$ cat src/common/cache_geometry_pkg.sv
package cache_geometry_pkg;

    // Line and word sizes
    localparam int unsigned line_bits_c   = 128;
    localparam int unsigned word_bits_c   = 32;

    // CPU address split, offset in the low bits
    localparam int unsigned offset_bits_c = 4;
    localparam int unsigned index_bits_c  = 7;
    localparam int unsigned tag_bits_c    = 7;

    localparam int unsigned cache_lines_c = 128; // One line per index value

    // Cycles from the mem_rd pulse to valid read data
    localparam int unsigned mem_latency_c = 6;

    typedef logic [line_bits_c-1:0]   line_t;
    typedef logic [word_bits_c-1:0]   word_t;
    typedef logic [offset_bits_c-1:0] offset_t;
    typedef logic [index_bits_c-1:0]  index_t;
    typedef logic [tag_bits_c-1:0]    tag_t;

    // Line address as seen by memory, tag above index
    typedef logic [tag_bits_c+index_bits_c-1:0] mem_addr_t;

endpackage

$ cat src/common/cpu_access_pkg.sv
package cpu_access_pkg;

    // Access width, encoded as on the CPU byte select lines
    typedef enum logic [1:0] {
        size_invalid = 2'b00,
        size_byte    = 2'b01,
        size_half    = 2'b10,
        size_word    = 2'b11
    } access_size_e;

    // One CPU access, held stable from strobe to done
    typedef struct packed {
        logic                      write;  // 1 for a store
        access_size_e              size;
        logic [31:0]               addr;   // Offset 3:0, index 10:4, tag 17:11
        cache_geometry_pkg::word_t wdata;
    } cpu_req_t;

endpackage

$ cat src/cache/cache_controller.sv
`timescale 1ns/1ps

module cache_controller (
    input  logic                          clk,
    input  logic                          rst_n,
    input  logic                          cpu_valid,
    input  cpu_access_pkg::cpu_req_t      cpu_req,
    output logic                          cpu_done,
    output logic                          mem_rd,
    output logic                          mem_wr,
    output cache_geometry_pkg::mem_addr_t mem_addr,
    output cache_geometry_pkg::line_t     mem_wdata,
    input  cache_geometry_pkg::line_t     mem_rdata,
    input  cache_geometry_pkg::line_t     rd_line,
    input  cache_geometry_pkg::tag_t      rd_tag,
    input  logic                          rd_valid,
    input  logic                          rd_dirty,
    output cache_geometry_pkg::index_t    lk_index,
    output logic                          wr_en,
    output cache_geometry_pkg::line_t     wr_line,
    output cache_geometry_pkg::tag_t      wr_tag,
    output logic                          wr_dirty,
    input  cache_geometry_pkg::line_t     merged_line,
    output cache_geometry_pkg::line_t     merge_base,
    output cpu_access_pkg::cpu_req_t      req_q
);
    import cache_geometry_pkg::*;
    import cpu_access_pkg::*;

    typedef enum logic [2:0] {
        idle,
        lookup,
        write_back,
        fill_wait,
        respond
    } state_e;

    state_e state;
    logic [$clog2(mem_latency_c+1)-1:0] wait_cnt; // Cycles since the mem_rd pulse

    index_t req_index;
    tag_t   req_tag;
    logic   hit;
    logic   lookup_miss;
    logic   start_wb;
    logic   start_fill;
    logic   fill_done;

    assign req_index = req_q.addr[offset_bits_c +: index_bits_c];
    assign req_tag   = req_q.addr[offset_bits_c+index_bits_c +: tag_bits_c];
    assign lk_index  = req_index;

    assign hit         = rd_valid && (rd_tag == req_tag);
    assign lookup_miss = (state == lookup) && (req_q.size != size_invalid) && !hit;
    assign start_wb    = lookup_miss && rd_valid && rd_dirty; // Evict the old line first
    assign start_fill  = (lookup_miss && !(rd_valid && rd_dirty)) || (state == write_back);
    assign fill_done   = (state == fill_wait) && (wait_cnt == mem_latency_c);

    // Fill data arrives on mem_rdata, hits work on the stored line
    assign merge_base = (state == fill_wait) ? mem_rdata : rd_line;

    assign wr_en    = fill_done
                   || ((state == lookup) && hit && req_q.write && (req_q.size != size_invalid));
    assign wr_line  = req_q.write ? merged_line : merge_base;
    assign wr_tag   = req_tag;
    assign wr_dirty = req_q.write; // Read fills come in clean
    assign cpu_done = (state == respond);

    always_ff @(posedge clk or negedge rst_n) begin
        if (!rst_n) begin
            state    <= idle;
            mem_rd   <= 1'b0;
            mem_wr   <= 1'b0;
            wait_cnt <= '0;
        end else begin
            mem_rd <= start_fill;
            mem_wr <= start_wb;
            if (start_fill) begin
                wait_cnt <= '0;
            end else if (state == fill_wait) begin
                wait_cnt <= wait_cnt + 1'b1;
            end
            case (state)
                idle:       if (cpu_valid) state <= lookup;
                lookup: begin
                    if (!lookup_miss) begin
                        state <= respond; // Hit or invalid size
                    end else if (start_wb) begin
                        state <= write_back;
                    end else begin
                        state <= fill_wait;
                    end
                end
                write_back: state <= fill_wait;
                fill_wait:  if (fill_done) state <= respond;
                respond:    state <= idle;
                default:    state <= idle;
            endcase
        end
    end

    always_ff @(posedge clk) begin
        if ((state == idle) && cpu_valid) begin
            req_q <= cpu_req;
        end
        if (start_wb) begin
            mem_addr  <= {rd_tag, req_index}; // Victim address
            mem_wdata <= rd_line;
        end else if (start_fill) begin
            mem_addr <= {req_tag, req_index};
        end
    end

    assert property (@(posedge clk) disable iff (!rst_n) !(mem_rd && mem_wr));

    // Every access ends with exactly one done cycle
    assert property (@(posedge clk) disable iff (!rst_n) cpu_done |=> !cpu_done);

endmodule

$ cat config.mk
export PLATFORM = sky130hd
export DESIGN_NAME = cache_controller
export DESIGN_NICKNAME = d
export VERILOG_FILES = /design/src/common/cache_geometry_pkg.sv /design/src/common/cpu_access_pkg.sv /design/src/cache/cache_controller.sv
export SDC_FILE = /design/constraint.sdc
export NUM_CORES = 1
export LEC_CHECK = 0
export BUFFER_PORTS_ARGS = -buffer_cell sky130_fd_sc_hd__buf_2
export CORE_AREA = 4 4 371 373
export CTS_CLUSTER_SIZE = 28
export DETAILED_ROUTE_END_ITERATION = 10
export DIE_AREA = 0 0 375 377
export GPL_TIMING_DRIVEN = 0
export PLACE_DENSITY_LB_ADDON = 0.2
export SYNTH_ARGS = -nofsm -noshare
export SYNTH_HDL_FRONTEND = slang
export SYNTH_SLANG_ARGS = --single-unit
export TNS_END_PERCENT = 50
$ cat constraint.sdc
create_clock -name clk -period 10.3 [get_ports clk]
set_input_delay 0.515 -clock clk [delete_from_list [all_inputs] [get_ports clk]]
set_output_delay 0.515 -clock clk [all_outputs]
set_load 0.01 [all_outputs]
==> tab_implementation.tex, run 1 <==
\begin{tabular}{lr}
\hline
Metric & Value \\
\hline
\multicolumn{2}{l}{\textbf{Setup path}} \\
\quad Capturing element of the worst setup path & wr\_line[61] \\
\quad Largest fanout on the critical path & 10 \\
\quad Data arrival, critical path & 3.17 ns \\
\quad FF-to-FF Start & state[0]\$\_DFFE\_PN0P\_ \\
\quad Type of element launching the critical path & flip-flop \\
\quad Critical Path End Type & output port \\
\quad WP data required & 9.79 ns \\
\quad Setup CP Type & reg -> out \\
\quad Worst setup path startpoint & wr\_dirty\$\_DFFE\_PP\_ \\
\quad Setup slack of the most critical reg-to-reg path & 7.24 ns \\
\quad Reg2reg path depth & 9 \\
\quad Reg-to-Reg End & req\_q[15]\$\_DFFE\_PP\_ \\
\multicolumn{2}{l}{\textbf{Final layout}} \\
\quad Share of final-layout standard cells stronger than drive strength 1 & 81.23\% \\
\quad Leading cell type in the layout, fill and taps excluded & buf\_2 \\
\quad Number of nets in the final layout & 2,051 \\
\quad Non-Filler Instances & 3,405 \\
\quad Most used cells in the layout excluding fill and tap cells & buf\_2 (953), edfxtp\_1 (209), mux2\_2 (198) \\
\quad Area overhead of the layout relative to synthesis & 81.40\% \\
\quad Post-route cell area & 18,710 um2 \\
\multicolumn{2}{l}{\textbf{Clocking}} \\
\quad Number of clock buffers inserted by TritonCTS & 31 \\
\quad TritonCTS clock tree & built \\
\quad Clock-pin slew of the registers on the worst-case setup and hold paths & 0.06 ns \\
\quad Post-CTS setup buffers & 0 \\
\quad Clock Path Buffers & 3 \\
\quad CTS H-tree lvls & 1 \\
\quad CTS sink cnt & 217 \\
\quad Library cell used as clock root buffer & clkbuf\_16 \\
\quad Clock latency of the later-clocked register in the worst-skew pair & 0.61 ns \\
\multicolumn{2}{l}{\textbf{Logic synthesis}} \\
\quad Post-synth design cell area & 10,310 um2 \\
\quad Share of synthesized area occupied by flip-flops and latches & 62.79\% \\
\quad Post-Syn Nets & 1,040 \\
\quad Prevailing post-synth register cell & edfxtp\_1 \\
\quad Number of distinct library cells after synthesis & 30 \\
\quad Post-Syn Area per Cell & 17.94 um2 \\
\quad Flip-flop and latch count after synthesis & 217 \\
\quad Cells after synthesis & 575 \\
\quad Number of warnings issued by yosys & 0 \\
\quad EDFF count, synth & 209 \\
\quad Async SR Flop Fraction & 3.687\% \\
\quad Top cell type by total area after synthesis & edfxtp\_1 \\
\quad Dominant cells by area after synthesis & edfxtp\_1 (61\%), mux2\_2 (22\%), mux2\_4 (9.5\%) \\
\quad Top-area cell type share of the netlist area & 60.85\% \\
\multicolumn{2}{l}{\textbf{STA}} \\
\quad Timing-limited maximum frequency & 271.5 MHz \\
\quad Fin Setup TNS & 0 ns \\
\quad Count of final max-slew check failures & 0 \\
\quad Post-route fraction of the period consumed by the critical path & 35.75\% \\
\quad Transition time of the tightest slew-check pin & 1.326 ns \\
\quad Headroom to the max-slew limit & 11.57\% \\
\quad Unrepaired setup endpoints after global routing & false \\
\quad Clock tree skew after final layout & 0.01508 ns \\
\quad Shortest clock period the worst path allows after layout & 3.683 ns \\
\quad Final number of setup-violating endpoints & 0 \\
\quad Final hold violations & 0 \\
\multicolumn{2}{l}{\textbf{Status}} \\
\quad Result of the run & completed \\
\multicolumn{2}{l}{\textbf{Die}} \\
\quad Width of the die & 375 um \\
\quad I/O pin cnt & 947 \\
\quad Initial standard-cell utilization of the core & 7.661\% \\
\quad Die area & 141,400 um2 \\
\quad Vertical die dimension & 377 um \\
\quad Cell Rows & 135 \\
\quad CORE AREA & 134,600 um2 \\
\multicolumn{2}{l}{\textbf{Place}} \\
\quad Instance area after placement & 17,420 um2 \\
\quad Placer Congestion & 0.7727 \\
\quad Buffers added on ports & 946 \\
\quad DP Wirelength & 69,510 um \\
\quad \# placed instances & 3,314 \\
\multicolumn{2}{l}{\textbf{GRT}} \\
\quad First-pass GRT wire length & 98,730 um \\
\quad Antenna violations before repair & 33 \\
\quad Aggregate global-route resource usage & 10.41\% \\
\quad Via count of the first global-routing pass & 10.05k \\
\quad Largest net degree at the start of global routing & 79 \\
\quad Remaining global-route overflow & 0 \\
\multicolumn{2}{l}{\textbf{Route}} \\
\quad Detailed-routing iteration count for the pre-antenna-repair pass & 4 \\
\quad Average detailed-routed wire length per instance & 23.17 um \\
\quad Total length of routed wires & 78,880 um \\
\quad Detailed-route via count & 9,524 \\
\quad Avg Vias per Cell & 2.797 \\
\quad Total DRC errors in the routed layout & 0 \\
\quad Starting DRT DRC Count & 430 \\
\quad ANT nets after route & 0 \\
\multicolumn{2}{l}{\textbf{Pwr}} \\
\quad Pwr per Cell Area & 219.7 nW/um2 \\
\quad Cell leakage power & 0.008107 uW \\
\quad Peak supply drop & 0.0001274 V \\
\multicolumn{2}{l}{\textbf{Flow run}} \\
\quad Number of max-capacitance violations reported & 0 \\
\multicolumn{2}{l}{\textbf{Min path}} \\
\quad Startpoint of the lowest-slack hold path & cpu\_req[4] \\
\quad Min-delay worst type & in -> reg \\
\hline
\end{tabular}
[stage by stage]
| step | total power, uW | util [%] | setup slack, ns | hold slack, ns |
|---|---|---|---|---|
| 2_1_floorplan | 2075 | - | 2.191 | 0.2194 |
| 3_3_place_gp | 3056 | 12.83 | -2.675 | 0.4003 |
| 3_5_place_dp | 3037 | 12.94 | 7.137 | 0.3925 |
| 4_1_cts | 4250 | 13.87 | 6.398 | 0.0002926 |
| 5_1_grt | 4339 | 13.87 | 6.421 | 0.02038 |
| 6_report | 4110 | 13.90 | 6.617 | 0.08585 |
[area by class of cell]
| cell class | instances | area (um2) |
|---|---|---|
| Inverter | 3 | 18.77 |
| Fill cell | 15310 | 115900 |
| Multi-Input combinational cell | 310 | 3535 |
| Tap cell | 1781 | 2228 |
| Timing Repair Buffer | 978 | 5065 |
| Clock inverter | 20 | 255.2 |
| Buffer | 45 | 299.0 |
| Antenna cell | 15 | 37.54 |
| Sequential cell | 217 | 6476 |
| Clock buffer | 36 | 794.5 |
[registers in the layout, indices dropped and copies added, names as in the netlist]
name,count
lk_index,7
mem_addr,14
mem_rd,1
mem_wdata,128
mem_wr,1
req_q,59
state,3
wait_cnt,3
wr_dirty,1
[where the power goes]
| part | switching, uW | internal [uW] | leakage (uW) |
|---|---|---|---|
| Clock | 454 | 696 | 0.000514 |
| Combinational | 1050 | 741 | 0.00558 |
| Sequential | 45.0 | 1120 | 0.00201 |
| Total | 1550 | 2560 | 0.00811 |
[cell usage after synthesis (all sizes together) (2+ instances only)]
library cell  instances
clkbuf               12
nor3b                 2
mux2                263
xnor2                 9
nor3                  2
ha                    2
buf                  33
a21oi                 3
nor2                  5
edfxtp              209
o21ai                 3
nand2                 7
nand4                 2
dfrtp                 8
nand2b                2
inv                   3
[critical path: stages (launching register included)]
cell	delay, ns
edfxtp_1	0.53
clkbuf_2	0.37
buf_16	0.21
clkbuf_1	0.74
mux2_2	0.50
buf_2	0.18
[cells by family (layout without fill, tap and decap cells)]
| group | after synthesis | in the layout | share of synthesized area [%] |
|---|---|---|---|
| buffers and inverters | 48 | 1082 | 2.996 |
| adder cells (fa/ha/maj) | 2 | 2 | 0.2426 |
| flip-flops | 217 | 217 | 62.79 |
| multiplexers | 263 | 263 | 31.08 |
| AO/OA/AOI/OAI | 11 | 11 | 0.7279 |
| XOR/XNOR | 9 | 9 | 0.7643 |
| AND/OR/NAND/NOR | 25 | 25 | 1.395 |
| other | 0 | 15 | 0 |
[worst min path at each step]
stage	end	cells past startpoint
after detailed placement	mem_rd$_DFF_PN0_	1
after CTS	mem_wdata[83]$_DFFE_PN_	1
after global placement	mem_rd$_DFF_PN0_	1
after floorplan	mem_rd$_DFF_PN0_	0
after global routing	req_q[23]$_DFFE_PP_	1
final	req_q[4]$_DFFE_PP_	1
[routing by layer]
layer / part of all wire (%) / GRT usage (%) / wire length, um
met1: 42 / 13.36 / 33280
met2: 46 / 16.97 / 36590
met3: 8.6 / 2.998 / 6813
met4: 2.7 / 2.973 / 2135
met5: 0.085 / 0 / 67
[what timing repair did]
item,CTS,global route
resized for setup,0,0
hold buffers,20,0
endpoints found under the hold margin,27,0
endpoints found under the setup margin,0,0
No activity file was read; power rests on OpenSTA's default activity.
==> run 2: changes to the inputs <==
--- a/config.mk
+++ b/config.mk
@@ -6,10 +6,10 @@
 export NUM_CORES = 1
 export LEC_CHECK = 0
 export BUFFER_PORTS_ARGS = -buffer_cell sky130_fd_sc_hd__buf_2
-export CORE_AREA = 4 4 371 373
+export CORE_AREA = 4 4 370 372
 export CTS_CLUSTER_SIZE = 28
 export DETAILED_ROUTE_END_ITERATION = 10
-export DIE_AREA = 0 0 375 377
+export DIE_AREA = 0 0 374 376
 export GPL_TIMING_DRIVEN = 0
 export PLACE_DENSITY_LB_ADDON = 0.2
 export SYNTH_ARGS = -nofsm -noshare
==> constraint.sdc (replaced) <==
create_clock -name clk -period 3.27 [get_ports clk]
set_input_delay 0.1635 -clock clk [delete_from_list [all_inputs] [get_ports clk]]
set_output_delay 0.1635 -clock clk [all_outputs]
set_load 0.01 [all_outputs]
==> run 2 against run 1 <==
Setup slack got worse by 6.4 ns. Clock skew rose by 0.011 ns. Die area decreased by 0.53%.
==> tab_implementation.tex, run 2 (synthesis results as in run 1) <==
\begin{tabular}{lr}
\hline
Metric & Value \\
\hline
\multicolumn{2}{l}{\textbf{Status}} \\
\quad Result of the run & completed \\
\multicolumn{2}{l}{\textbf{Pwr}} \\
\quad Peak supply drop & 0.0004348 V \\
\quad Proportion of power drawn by the clock network & 26.0\% \\
\quad Share of power burned in combinational logic & 45.8\% \\
\quad Register share of total power & 28.2\% \\
\quad Switching power summed over all nets & 4986 uW \\
\quad Cell leakage power & 0.008894 uW \\
\quad Pint & 8046 uW \\
\quad Pwr per Cell Area & 633.0 nW/um2 \\
\quad Switch share & 38.26\% \\
\quad Total power & 13,030 uW \\
\multicolumn{2}{l}{\textbf{Place}} \\
\quad Buffers added on ports & 946 \\
\quad Placer Congestion & 0.9038 \\
\quad DP Wirelength & 70,290 um \\
\multicolumn{2}{l}{\textbf{Setup path}} \\
\quad Reg2reg path depth & 6 \\
\quad Setup CP Type & reg -> out \\
\quad Largest fanout on the critical path & 10 \\
\quad Data arrival, critical path & 2.87 ns \\
\quad Capturing element of the worst setup path & wr\_line[54] \\
\quad Critical Path End Type & output port \\
\quad Type of element launching the critical path & flip-flop \\
\quad FF-to-FF Start & req\_q[45]\$\_DFFE\_PP\_ \\
\quad Reg-to-Reg End & mem\_wdata[68]\$\_DFFE\_PN\_ \\
\quad Setup slack of the most critical reg-to-reg path & 0.33 ns \\
\quad Worst setup path startpoint & state[2]\$\_DFFE\_PN0P\_ \\
\quad WP data required & 3.11 ns \\
\multicolumn{2}{l}{\textbf{STA}} \\
\quad Shortest clock period the worst path allows after layout & 3.030 ns \\
\quad Hold Worst Slack & 0.2514 ns \\
\quad Timing-limited maximum frequency & 330.0 MHz \\
\quad Headroom to the max-slew limit & 16.05\% \\
\quad Count of final max-slew check failures & 0 \\
\quad Clock tree skew after final layout & 0.02642 ns \\
\quad Transition time of the tightest slew-check pin & 1.259 ns \\
\quad Post-route fraction of the period consumed by the critical path & 92.67\% \\
\quad Final number of setup-violating endpoints & 0 \\
\quad Final hold violations & 0 \\
\quad Unrepaired setup endpoints after global routing & false \\
\multicolumn{2}{l}{\textbf{Final layout}} \\
\quad Area overhead of the layout relative to synthesis & 99.60\% \\
\quad Share of final-layout standard cells stronger than drive strength 1 & 73.01\% \\
\quad Number of nets in the final layout & 2,239 \\
\quad Leading cell type in the layout, fill and taps excluded & buf\_2 \\
\quad Biggest registers after layout & mem\_wdata: 128 flops, req\_q: 59 flops, mem\_addr: 14 flops \\
\quad Largest register FFs & 128 \\
\quad Most used cells in the layout excluding fill and tap cells & buf\_2 (951), edfxtp\_1 (209), dlygate4sd3\_1 (207) \\
\quad Filler Cells Inserted & 15.00k \\
\quad Final Core Density & 15.44\% \\
\quad Area of the multi-input gates & 3552 um2 \\
\quad Most flops, register & mem\_wdata \\
\quad Area of all sequential standard cells & 6476 um2 \\
\multicolumn{2}{l}{\textbf{Clocking}} \\
\quad Library cell used as clock root buffer & clkbuf\_16 \\
\quad Number of clock buffers inserted by TritonCTS & 31 \\
\quad CTS sink cnt & 217 \\
\quad CTS H-tree lvls & 1 \\
\quad Clock Path Buffers & 3 \\
\quad Clock latency of the later-clocked register in the worst-skew pair & 0.63 ns \\
\quad TritonCTS clock tree & built \\
\quad Clock-pin slew of the registers on the worst-case setup and hold paths & 0.06 ns \\
\multicolumn{2}{l}{\textbf{Min path}} \\
\quad Min-delay worst type & in -> reg \\
\quad Startpoint of the lowest-slack hold path & cpu\_req[26] \\
\multicolumn{2}{l}{\textbf{Route}} \\
\quad Avg Vias per Cell & 2.949 \\
\quad Total DRC errors in the routed layout & 0 \\
\quad ANT nets after route & 0 \\
\quad Detailed-routing iteration count for the pre-antenna-repair pass & 5 \\
\quad Detailed-route via count & 10.54k \\
\quad Average detailed-routed wire length per instance & 22.68 um \\
\quad Total length of routed wires & 81,050 um \\
\quad Starting DRT DRC Count & 488 \\
\multicolumn{2}{l}{\textbf{GRT}} \\
\quad Largest net degree at the start of global routing & 42 \\
\quad Aggregate global-route resource usage & 10.71\% \\
\quad First-pass GRT wire length & 103,800 um \\
\quad Via count of the first global-routing pass & 11.36k \\
\quad Antenna violations before repair & 25 \\
\quad Remaining global-route overflow & 0 \\
\multicolumn{2}{l}{\textbf{Die}} \\
\quad CORE AREA & 133,300 um2 \\
\quad Die area & 140,600 um2 \\
\quad I/O pin cnt & 947 \\
\quad Vertical die dimension & 376 um \\
\quad Width of the die & 374 um \\
\quad Cell Rows & 134 \\
\quad Initial standard-cell utilization of the core & 7.738\% \\
\multicolumn{2}{l}{\textbf{Flow run}} \\
\quad Number of max-capacitance violations reported & 0 \\
\hline
\end{tabular}
run 2: routing by layer:
metal  up-vias  part of all wire [%]  track usage, %
li1       4651                     -               -
met1      5181                    42           13.46
met2       627                    46           17.54
met3        75                   9.3           3.849
met4         6                   2.4           2.441
met5         -                 0.049               0
run 2: final cells by class:
class | instances | area share, %
diodes | 9 | 0.1094
plain buffers | 45 | 1.532
clock buffers | 43 | 4.230
clock inverters | 13 | 0.6260
inverters | 3 | 0.07294
multi-input cells | 310 | 17.26
flip-flops and latches | 217 | 31.46
well taps | 1768 | 10.75
repair buffers | 1165 | 33.93
repair inverters | 1 | 0.03647
run 2: how the worst min path moves through the flow:
stage          slack [ns]              endpoint  cells past startpoint
3_5_place_dp         0.03  state[0]$_DFFE_PN0P_                      1
2_1_floorplan       -0.13      mem_rd$_DFF_PN0_                      0
3_3_place_gp         0.03  state[0]$_DFFE_PN0P_                      1
5_1_grt              0.21   req_q[31]$_DFFE_PP_                      2
4_1_cts              0.17    req_q[1]$_DFFE_PP_                      2
6_report             0.25   req_q[26]$_DFFE_PP_                      2
run 2: power groups by stage:
| stage | clock network, uW | logic, uW | registers (uW) |
|---|---|---|---|
| after floorplan | 0 | 2630 | 3880 |
| after global placement | 0 | 5810 | 3770 |
| after detailed placement | 0 | 5880 | 3730 |
| after CTS | 3620 | 6170 | 3680 |
| after global routing | 3680 | 6350 | 3700 |
| final | 3390 | 5970 | 3670 |
run 2: per-stage QoR:
| stage | setup slack, ns | instance area [um2] | setup TNS (ns) | cells |
|---|---|---|---|---|
| after global routing | 0.07134 | 20560 | 0 | 3565 |
| after floorplan | -0.2782 | 10340 | -35.79 | 575 |
| final | 0.2398 | 20590 | 0 | 3574 |
| after CTS | 0.04783 | 20560 | 0 | 3565 |
| after detailed placement | -0.4205 | 17430 | -28.86 | 3298 |
| after global placement | -2.618 | 17290 | -439.23 | 3289 |
run 2: critical path, stage by stage, from the launching register on:
cell and delay (ns):
dfrtp_1 0.49, nand3b_4 0.31, buf_12 0.15, buf_2 0.30
mux2_2 0.44, mux2_2 0.30, buf_2 0.21
run 2: timing repair:
action,in CTS,in global routing
buffers inserted,3,0
setup endpoints to repair,149,0
gates resized for setup,10,0
hold buffers,207,0
endpoints found under the hold margin,220,0
